## src/logic/cnn_ctrl_pkg.sv

```systemverilog
package cnn_ctrl_pkg;

    // layer sequencing
    typedef enum logic [1:0] {
        S_IDLE,
        S_CONV,
        S_POOL,
        S_DONE
    } layer_state_t;

    ////////////////////////////////////////////////////////////
    // coefficient space: 0..8 weights row-major, 9 bias
    ////////////////////////////////////////////////////////////

    localparam int KER_TAPS      = 9;
    localparam int COEF_BIAS_IDX = 9;
    localparam int COEF_ADDR_W   = 4;

endpackage

```

## src/logic/cnn_dim_pkg.sv

```systemverilog
package cnn_dim_pkg;

    ////////////////////////////////////////////////////////////
    // data widths, Q8.8 fixed point
    ////////////////////////////////////////////////////////////

    localparam int PIX_W  = 16;    // pixel and coefficient width
    localparam int FRAC_W = 8;     // fractional bits
    localparam int ACC_W  = 36;    // nine 32b products plus growth

    typedef logic signed [PIX_W-1:0] pix_t;
    typedef logic signed [ACC_W-1:0] acc_t;

    // saturation bounds of a pixel
    localparam pix_t PIX_MAX = {1'b0, {(PIX_W-1){1'b1}}};
    localparam pix_t PIX_MIN = {1'b1, {(PIX_W-1){1'b0}}};

endpackage
```

## src/logic/cnn_top.sv

```systemverilog
`timescale 1ns/10ps

module cnn_top
    import cnn_dim_pkg::*;
    import cnn_ctrl_pkg::*;
#(
    parameter  int IMG_SIZE = 8,
    localparam int IMG_AW   = $clog2(IMG_SIZE * IMG_SIZE),
    localparam int MAP_AW   = $clog2((IMG_SIZE - 2) * (IMG_SIZE - 2))
) (
    input  logic                   clk,
    input  logic                   rst,
    input  logic                   start,
    input  logic                   img_wr_en,
    input  logic [IMG_AW-1:0]      img_wr_addr,
    input  pix_t                   img_wr_data,
    input  logic                   coef_wr_en,
    input  logic [COEF_ADDR_W-1:0] coef_wr_addr,
    input  pix_t                   coef_wr_data,
    output logic                   busy,
    output logic                   done,
    output logic                   out_valid,
    output pix_t                   out_data
);

    localparam int IMG_DEPTH = IMG_SIZE * IMG_SIZE;
    localparam int MAP_DEPTH = (IMG_SIZE - 2) * (IMG_SIZE - 2);

    logic              conv_start;
    logic              pool_start;
    logic              conv_done;
    logic              pool_done;

    // image RAM read side, owned by conv
    logic              img_rd_en;
    logic [IMG_AW-1:0] img_rd_addr;
    pix_t              img_rd_data;

    // conv map, written by conv, read by pool
    logic              map_wr_en;
    logic [MAP_AW-1:0] map_wr_addr;
    pix_t              map_wr_data;
    logic              map_rd_en;
    logic [MAP_AW-1:0] map_rd_addr;
    pix_t              map_rd_data;

    ////////////////////////////////////////////////////////////
    // sequencing and layers
    ////////////////////////////////////////////////////////////

    layer_ctrl u_layer_ctrl (
        .clk        (clk),
        .rst        (rst),
        .start      (start),
        .conv_done  (conv_done),
        .pool_done  (pool_done),
        .conv_start (conv_start),
        .pool_start (pool_start),
        .busy       (busy),
        .done       (done)
    );

    conv_engine #(
        .IMG_SIZE (IMG_SIZE)
    ) u_conv_engine (
        .clk          (clk),
        .rst          (rst),
        .conv_start   (conv_start),
        .coef_wr_en   (coef_wr_en),
        .coef_wr_addr (coef_wr_addr),
        .coef_wr_data (coef_wr_data),
        .img_rd_en    (img_rd_en),
        .img_rd_addr  (img_rd_addr),
        .img_rd_data  (img_rd_data),
        .map_wr_en    (map_wr_en),
        .map_wr_addr  (map_wr_addr),
        .map_wr_data  (map_wr_data),
        .conv_done    (conv_done)
    );

    pool_engine #(
        .IMG_SIZE (IMG_SIZE)
    ) u_pool_engine (
        .clk         (clk),
        .rst         (rst),
        .pool_start  (pool_start),
        .map_rd_en   (map_rd_en),
        .map_rd_addr (map_rd_addr),
        .map_rd_data (map_rd_data),
        .out_valid   (out_valid),
        .out_data    (out_data),
        .pool_done   (pool_done)
    );

    ////////////////////////////////////////////////////////////
    // feature memories
    ////////////////////////////////////////////////////////////

    feature_ram #(
        .DEPTH (IMG_DEPTH)
    ) img_ram (
        .clk     (clk),
        .wr_en   (img_wr_en),
        .wr_addr (img_wr_addr),
        .wr_data (img_wr_data),
        .rd_en   (img_rd_en),
        .rd_addr (img_rd_addr),
        .rd_data (img_rd_data)
    );

    feature_ram #(
        .DEPTH (MAP_DEPTH)
    ) map_ram (
        .clk     (clk),
        .wr_en   (map_wr_en),
        .wr_addr (map_wr_addr),
        .wr_data (map_wr_data),
        .rd_en   (map_rd_en),
        .rd_addr (map_rd_addr),
        .rd_data (map_rd_data)
    );

endmodule

```

## src/logic/pool_engine.sv

```systemverilog
`timescale 1ns/10ps

module pool_engine
    import cnn_dim_pkg::*;
#(
    parameter  int IMG_SIZE = 8,
    localparam int MAP_AW   = $clog2((IMG_SIZE - 2) * (IMG_SIZE - 2))
) (
    input  logic              clk,
    input  logic              rst,
    input  logic              pool_start,
    output logic              map_rd_en,
    output logic [MAP_AW-1:0] map_rd_addr,
    input  pix_t              map_rd_data,
    output logic              out_valid,
    output pix_t              out_data,
    output logic              pool_done
);

    localparam int MAP_SIZE  = IMG_SIZE - 2;
    localparam int POOL_SIZE = MAP_SIZE / 2;
    localparam int CNT_W     = $clog2(IMG_SIZE);

    ////////////////////////////////////////////////////////////
    // 2x2 window walk, four reads per window
    ////////////////////////////////////////////////////////////

    logic             active;
    logic [CNT_W-1:0] prow;
    logic [CNT_W-1:0] pcol;
    logic [1:0]       quad;     // {dy, dx} inside the window
    logic             last_quad;
    logic             last_pcol;
    logic             last_prow;

    assign last_quad = (quad == 2'd3);
    assign last_pcol = (pcol == CNT_W'(POOL_SIZE - 1));
    assign last_prow = (prow == CNT_W'(POOL_SIZE - 1));

    assign map_rd_en   = active;
    assign map_rd_addr = MAP_AW'((2 * prow + quad[1]) * MAP_SIZE + 2 * pcol + quad[0]);

    always_ff @(posedge clk) begin
        if (rst) begin
            active <= 1'b0;
            prow   <= '0;
            pcol   <= '0;
            quad   <= '0;
        end else if (pool_start) begin
            active <= 1'b1;
            prow   <= '0;
            pcol   <= '0;
            quad   <= '0;
        end else if (active) begin
            quad <= quad + 1'b1;    // wraps to 0 after the fourth read
            if (last_quad) begin
                if (last_pcol) begin
                    pcol <= '0;
                    if (last_prow) begin
                        active <= 1'b0;
                    end else begin
                        prow <= prow + 1'b1;
                    end
                end else begin
                    pcol <= pcol + 1'b1;
                end
            end
        end
    end

    ////////////////////////////////////////////////////////////
    // running max
    ////////////////////////////////////////////////////////////

    logic       rd_vld;
    logic [1:0] quad_d;
    logic       final_d;    // fourth read of the last window
    pix_t       run_max;
    pix_t       cand;

    // first datum seeds the max, signed compare after that
    always_comb begin
        if (quad_d == 2'd0 || map_rd_data > run_max) begin
            cand = map_rd_data;
        end else begin
            cand = run_max;
        end
    end

    always_ff @(posedge clk) begin
        if (rst) begin
            rd_vld    <= 1'b0;
            out_valid <= 1'b0;
            pool_done <= 1'b0;
        end else begin
            rd_vld    <= map_rd_en;
            out_valid <= rd_vld && (quad_d == 2'd3);
            pool_done <= rd_vld && (quad_d == 2'd3) && final_d;   // with last result
        end
    end

    always_ff @(posedge clk) begin
        quad_d  <= quad;
        final_d <= last_quad && last_pcol && last_prow;
        if (rd_vld) begin
            run_max <= cand;
        end
        if (rd_vld && quad_d == 2'd3) begin
            out_data <= cand;
        end
    end

endmodule

```

## src/logic/conv_engine.sv

```systemverilog
`timescale 1ns/10ps

module conv_engine
    import cnn_dim_pkg::*;
    import cnn_ctrl_pkg::*;
#(
    parameter  int IMG_SIZE = 8,
    localparam int IMG_AW   = $clog2(IMG_SIZE * IMG_SIZE),
    localparam int MAP_AW   = $clog2((IMG_SIZE - 2) * (IMG_SIZE - 2))
) (
    input  logic                   clk,
    input  logic                   rst,
    input  logic                   conv_start,
    input  logic                   coef_wr_en,
    input  logic [COEF_ADDR_W-1:0] coef_wr_addr,
    input  pix_t                   coef_wr_data,
    output logic                   img_rd_en,
    output logic [IMG_AW-1:0]      img_rd_addr,
    input  pix_t                   img_rd_data,
    output logic                   map_wr_en,
    output logic [MAP_AW-1:0]      map_wr_addr,
    output pix_t                   map_wr_data,
    output logic                   conv_done
);

    localparam int KER_DIM   = 3;
    localparam int OUT_SIZE  = IMG_SIZE - 2;
    localparam int MAP_DEPTH = OUT_SIZE * OUT_SIZE;
    localparam int CNT_W     = $clog2(IMG_SIZE);

    ////////////////////////////////////////////////////////////
    // coefficient registers
    ////////////////////////////////////////////////////////////

    pix_t weight [KER_TAPS];
    pix_t bias;

    always_ff @(posedge clk) begin
        if (coef_wr_en) begin
            if (coef_wr_addr == COEF_ADDR_W'(COEF_BIAS_IDX)) begin
                bias <= coef_wr_data;
            end else if (coef_wr_addr < COEF_ADDR_W'(KER_TAPS)) begin
                weight[coef_wr_addr] <= coef_wr_data;
            end
        end
    end

    ////////////////////////////////////////////////////////////
    // window walk, one tap read per cycle
    ////////////////////////////////////////////////////////////

    logic                   active;
    logic [CNT_W-1:0]       row;
    logic [CNT_W-1:0]       col;
    logic [COEF_ADDR_W-1:0] tap;
    logic [CNT_W-1:0]       ky;
    logic [CNT_W-1:0]       kx;
    logic                   last_tap;
    logic                   last_col;
    logic                   last_row;

    // tap is row-major inside the 3x3 window
    assign ky = CNT_W'(tap / KER_DIM);
    assign kx = CNT_W'(tap % KER_DIM);

    assign last_tap = (tap == COEF_ADDR_W'(KER_TAPS - 1));
    assign last_col = (col == CNT_W'(OUT_SIZE - 1));
    assign last_row = (row == CNT_W'(OUT_SIZE - 1));

    assign img_rd_en   = active;
    assign img_rd_addr = IMG_AW'((row + ky) * IMG_SIZE + col + kx);

    always_ff @(posedge clk) begin
        if (rst) begin
            active <= 1'b0;
            row    <= '0;
            col    <= '0;
            tap    <= '0;
        end else if (conv_start) begin
            active <= 1'b1;
            row    <= '0;
            col    <= '0;
            tap    <= '0;
        end else if (active) begin
            if (last_tap) begin
                tap <= '0;
                if (last_col) begin
                    col <= '0;
                    if (last_row) begin
                        active <= 1'b0;     // final pixel issued
                    end else begin
                        row <= row + 1'b1;
                    end
                end else begin
                    col <= col + 1'b1;
                end
            end else begin
                tap <= tap + 1'b1;
            end
        end
    end

    ////////////////////////////////////////////////////////////
    // MAC pipeline: read -> product -> accumulate -> write
    ////////////////////////////////////////////////////////////

    logic                        rd_vld;
    logic                        prod_vld;
    logic                        sum_vld;
    logic [COEF_ADDR_W-1:0]      tap_d1;
    logic [COEF_ADDR_W-1:0]      tap_d2;
    logic signed [2*PIX_W-1:0]   prod;
    acc_t                        acc;
    acc_t                        shifted;
    acc_t                        total;
    pix_t                        sat_val;

    always_ff @(posedge clk) begin
        if (rst) begin
            rd_vld      <= 1'b0;
            prod_vld    <= 1'b0;
            sum_vld     <= 1'b0;
            map_wr_en   <= 1'b0;
            map_wr_addr <= '0;
            conv_done   <= 1'b0;
        end else begin
            rd_vld    <= img_rd_en;             // matches RAM read latency
            prod_vld  <= rd_vld;
            sum_vld   <= prod_vld && (tap_d2 == COEF_ADDR_W'(KER_TAPS - 1));
            map_wr_en <= sum_vld;
            conv_done <= map_wr_en && (map_wr_addr == MAP_AW'(MAP_DEPTH - 1));
            if (conv_start) begin
                map_wr_addr <= '0;
            end else if (map_wr_en) begin
                map_wr_addr <= map_wr_addr + 1'b1;  // raster order of conv map
            end
        end
    end

    always_ff @(posedge clk) begin
        tap_d1 <= tap;
        tap_d2 <= tap_d1;
        prod   <= img_rd_data * weight[tap_d1];
        if (prod_vld) begin
            // tap 0 restarts the sum for a new pixel
            acc <= (tap_d2 == '0) ? acc_t'(prod) : acc + acc_t'(prod);
        end
        if (sum_vld) begin
            map_wr_data <= sat_val;
        end
    end

    // back to Q8.8 with floor, add bias, clamp
    always_comb begin
        shifted = acc >>> FRAC_W;
        total   = shifted + acc_t'(bias);
        if (total > acc_t'(PIX_MAX)) begin
            sat_val = PIX_MAX;
        end else if (total < acc_t'(PIX_MIN)) begin
            sat_val = PIX_MIN;
        end else begin
            sat_val = total[PIX_W-1:0];
        end
    end

endmodule

```

## src/logic/layer_ctrl.sv

```systemverilog
`timescale 1ns/10ps

module layer_ctrl
    import cnn_ctrl_pkg::*;
(
    input  logic clk,
    input  logic rst,
    input  logic start,
    input  logic conv_done,
    input  logic pool_done,
    output logic conv_start,
    output logic pool_start,
    output logic busy,
    output logic done
);

    layer_state_t state;

    ////////////////////////////////////////////////////////////
    // layer FSM
    ////////////////////////////////////////////////////////////

    always_ff @(posedge clk) begin
        if (rst) begin
            state      <= S_IDLE;
            conv_start <= 1'b0;
            pool_start <= 1'b0;
        end else begin
            conv_start <= 1'b0;     // start strobes last one cycle
            pool_start <= 1'b0;
            case (state)
                S_IDLE: begin
                    if (start) begin
                        state      <= S_CONV;
                        conv_start <= 1'b1;
                    end
                end
                S_CONV: begin
                    if (conv_done) begin
                        state      <= S_POOL;
                        pool_start <= 1'b1;
                    end
                end
                S_POOL: begin
                    // pool_done comes with the last result
                    if (pool_done) begin
                        state <= S_DONE;
                    end
                end
                S_DONE: begin
                    state <= S_IDLE;
                end
                default: begin
                    state <= S_IDLE;
                end
            endcase
        end
    end

    // start is ignored outside idle since busy covers conv and pool
    assign busy = (state == S_CONV) || (state == S_POOL);
    assign done = (state == S_DONE);    // single cycle, busy already low

endmodule

```

## src/logic/feature_ram.sv

```systemverilog
`timescale 1ns/10ps

module feature_ram
    import cnn_dim_pkg::*;
#(
    parameter  int DEPTH = 64,
    localparam int AW    = $clog2(DEPTH)
) (
    input  logic          clk,
    input  logic          wr_en,
    input  logic [AW-1:0] wr_addr,
    input  pix_t          wr_data,
    input  logic          rd_en,
    input  logic [AW-1:0] rd_addr,
    output pix_t          rd_data
);

    pix_t mem [DEPTH];   // one feature map, raster order

    // write port
    always_ff @(posedge clk) begin
        if (wr_en) begin
            mem[wr_addr] <= wr_data;
        end
    end

    // registered read, data one cycle after rd_en
    always_ff @(posedge clk) begin
        if (rd_en) begin
            rd_data <= mem[rd_addr];
        end
    end

endmodule

```

## config.mk

```make
export PLATFORM = sky130hd
export DESIGN_NAME = cnn_top
export DESIGN_NICKNAME = d
export VERILOG_FILES = /design/src/logic/cnn_ctrl_pkg.sv /design/src/logic/cnn_dim_pkg.sv /design/src/logic/cnn_top.sv /design/src/logic/pool_engine.sv /design/src/logic/conv_engine.sv /design/src/logic/layer_ctrl.sv /design/src/logic/feature_ram.sv
export SDC_FILE = /design/constraint.sdc
export NUM_CORES = 2
export LEC_CHECK = 0
export BUFFER_PORTS_ARGS = -buffer_cell sky130_fd_sc_hd__buf_2
export CORE_ASPECT_RATIO = 2
export CORE_MARGIN = 3
export CORE_UTILIZATION = 59
export CTS_BUF_LIST = sky130_fd_sc_hd__clkbuf_16
export CTS_CLUSTER_SIZE = 14
export DETAILED_ROUTE_END_ITERATION = 8
export PLACE_DENSITY = 0.82
export SKIP_CTS_REPAIR_TIMING = 1
export SYNTH_ARGS = -nofsm -noshare
export SYNTH_HDL_FRONTEND = slang
export SYNTH_SLANG_ARGS = --single-unit
```

## constraint.sdc

```tcl
create_clock -name clk -period 17.4 [get_ports clk]
set_clock_uncertainty 0.15 [all_clocks]
set_input_delay 0.87 -clock clk [delete_from_list [all_inputs] [get_ports clk]]
set_output_delay 0.87 -clock clk [all_outputs]
set_load 0.01 [all_outputs]
```

==> flow_summary.ini <==
[logic_synthesis]
synth.most_common_cell = edfxtp_1
synth_edf_count = 1876
ys_seq_area_share_pct = 66.1
yosys-top-cells-area = edfxtp_1, mux4_2, fa_1
avgSynthCellArea_um2 = 18.1
yosys_register_bits = 1957
ys_top_cells_by_count = edfxtp_1, mux4_2, inv_1, fa_1, nor2_1
synth_nets = 5352
yosysWarnings = 0
syn_area_um2 = 87700
postSynthCellCount = 4849
post-synth-top-area-cell = edfxtp_1
synthFlopType = edfxtp_1
ys_types = 67
yosysTopAreaCellShare_pct = 64.2
synthArstFlopShare_pct = 0

[worst_hold_path]
worstHoldStart = coef_wr_data[12]
hold_end = u_conv_engine.weight[1][12]$_DFFE_PP_
hold_depth = 1
hold_class = input port to flip-flop

[worst_setup_path]
rrSetupSlack_ns = 9.01
worstSetupEndpointType = flip-flop
r2r_end = u_conv_engine.prod[30]$_DFF_P_
reg2reg_depth = 27
rr_startpoint = u_conv_engine.tap_d1[0]$_DFF_P_
critical_path_class = flip-flop to flip-flop
worstPathArrival_ns = 8.92
critPathLaunchType = flip-flop
cp.required_ns = 17.92
crit_fanout = 33

[floorplan]
die_h_um = 551
start_util_pct = 59.5
design.core.area_um2 = 147000
die_area_um2 = 154000
die_width_um = 279
io_pins = 66
fp-row-count = 199

[global_routing]
grt_max_degree = 104
antenna_found_initial = 5
grt_pass1_wl_um = 307000
grt_usage_pct = 27.3
gr-total-overflow = 0
grt_pass1_vias = 48857

[layout]
final_nets = 5541
final_cells = 7034
fillers = 9519
layout-drive-gt1-share_pct = 20.0
syn_to_final_growth_pct = 9.38
regArea_um2 = 58000
fin_area_um2 = 95900
multi_input_area_um2 = 27700

[routing]
drtAntennaViolNets = 0
drtIter0Drc = 4637
dr_wl_met2_um = 114000
top_layer = met5
vias_per_cell = 6.42
dr.pass1.iters = 6
vias = 45158
wl_met1_um = 63800
route.detailed.drc = 0
wire_per_inst_um = 29.1
met3_length_um = 11300
wl_um = 205000

[cts]
clockBufferDepth = 4
clock_latency_ns = 0.82
cts.htree.levels = 4
cts_num_sinks = 1957
cts.root.buffer_cell = clkbuf_16
cts_tree = yes
path_clk_slew_ns = 0.07
cts_made_buffers = 175

[run]
drv_cap = 0

[sta]
worst_slew_pin_slew_ns = 1.36
hold_viol_final = 0
final.setup.tns_ns = 0
slew_headroom_pct = 9.62
period_needed_ns = 8.39
maxSlewViolCount = 0
setup_viol = 0
rsz0062_at_grt = false
fmax_mhz = 119
min_period_over_period_pct = 48.2

[placement]
placed_cells = 6770
gp_congestion = 0.886
dp_hpwl_um = 130000
place_area_um2 = 90900
portBuffers = 65

[power]
power.static_leakage_nw = 32.4
p_per_area_nw_per_um2 = 171
total_power_w = 0.0164
ir_drop_uv = 465

[outcome]
status = finished, final reports clean
[placed cells by master, fill, tap and decap left out, drive strengths merged, types with 25 or more instances in the layout]
cell / netlist / routed
o21ai: 73 / 73
and2: 48 / 48
xor2: 35 / 35
a21oi: 141 / 141
ha: 188 / 188
dfxtp: 81 / 81
clkinv: 0 / 25
nand3: 37 / 37
inv: 383 / 434
mux2i: 38 / 38
a21o: 35 / 35
xnor2: 73 / 73
nor2: 250 / 250
edfxtp: 1876 / 1876
nand2b: 29 / 29
nand2: 192 / 192
fa: 268 / 268
mux4: 544 / 544
clkbuf: 155 / 177
nor3: 26 / 26
buf: 44 / 211
nor2b: 112 / 112
[state kept, by name (all words and copies together) (netlist names), 6 cells and up]
name / cells
img_ram.rd_data: 16
u_pool_engine.out_data: 16
u_conv_engine.acc: 36
u_conv_engine.map_wr_addr: 6
map_ram.rd_data: 16
u_conv_engine.map_wr_data: 16
map_ram.mem: 576
u_conv_engine.weight: 144
u_pool_engine.run_max: 16
u_conv_engine.bias: 16
img_ram.mem: 1024
u_conv_engine.prod: 32
[layer usage]
metal  global-route usage [%]  vias to the layer above
met1                     29.2                    23478
met3                     3.14                      713
met5                        0                        -
met2                     50.9                     2040
met4                     17.7                        4
li1                         -                    18923
[where the power goes]
| part | switching [W] | leakage (nW) | internal (W) |
|---|---|---|---|
| Sequential | 0.0000697 | 17.5 | 0.00535 |
| Combinational | 0.00418 | 12.3 | 0.00327 |
| Clock | 0.00162 | 2.58 | 0.00191 |
[stage by stage]
step	setup slack, ns	utilization [%]	hold slack (ns)
after floorplan	9.42	-	0.179
after global placement	9.17	61.7	0.270
after detailed placement	9.07	61.7	0.278
after CTS	9.01	65.1	0.205
after global routing	8.59	65.1	0.246
final	9.01	65.1	0.254
[cells by family after synthesis]
logic type / after synthesis / synth area share (%)
compound gates: 374 / 2.67
xor+xnor: 108 / 1.08
fa+ha+maj: 456 / 8.80
buf+inv: 582 / 2.52
flops: 1957 / 66.1
mux: 599 / 14.6
simple gates: 773 / 4.23
[cell type report]
cell class / instances / area share [%]
antenna: 4 / 0.0104
clock buffer: 177 / 4.62
clock inverter: 83 / 0.557
inverter: 383 / 1.50
multi-input combinational: 2310 / 28.9
sequential: 1957 / 60.4
tap: 1909 / 2.49
timing repair buffer: 211 / 1.49
[worst max path at each step]
stage                                    startpoint                             end  slack [ns]
floorplan           u_conv_engine.tap_d1[0]$_DFF_P_  u_conv_engine.prod[30]$_DFF_P_        9.42
global placement    u_conv_engine.tap_d1[0]$_DFF_P_  u_conv_engine.prod[30]$_DFF_P_        9.17
detailed placement  u_conv_engine.tap_d1[0]$_DFF_P_  u_conv_engine.prod[25]$_DFF_P_        9.07
CTS                 u_conv_engine.tap_d1[0]$_DFF_P_  u_conv_engine.prod[25]$_DFF_P_        9.01
global route        u_conv_engine.tap_d1[0]$_DFF_P_  u_conv_engine.prod[25]$_DFF_P_        8.59
finish              u_conv_engine.tap_d1[0]$_DFF_P_  u_conv_engine.prod[30]$_DFF_P_        9.01
[worst max-delay path, cell delays in order, from the launching register on]
cell	delay, ns
dfxtp_2	0.31
buf_4	0.52
mux4_2	0.59
mux2i_1	0.15
nor2_1	0.06
a21oi_1	0.21
buf_4	0.26
nor2b_1	0.09
fa_1	0.53
inv_1	0.06
fa_1	0.57
fa_1	0.46
fa_1	0.50
inv_1	0.05
fa_1	0.54
inv_1	0.06
fa_1	0.54
inv_1	0.05
ha_1	0.34
a21o_1	0.20
a21oi_1	0.27
o21ai_0	0.14
a211oi_1	0.50
a211oi_1	0.19
nand2b_1	0.21
a21o_1	0.23
a211oi_1	0.32
xnor2_1	0.15
Power figures use the tool's default switching activity.
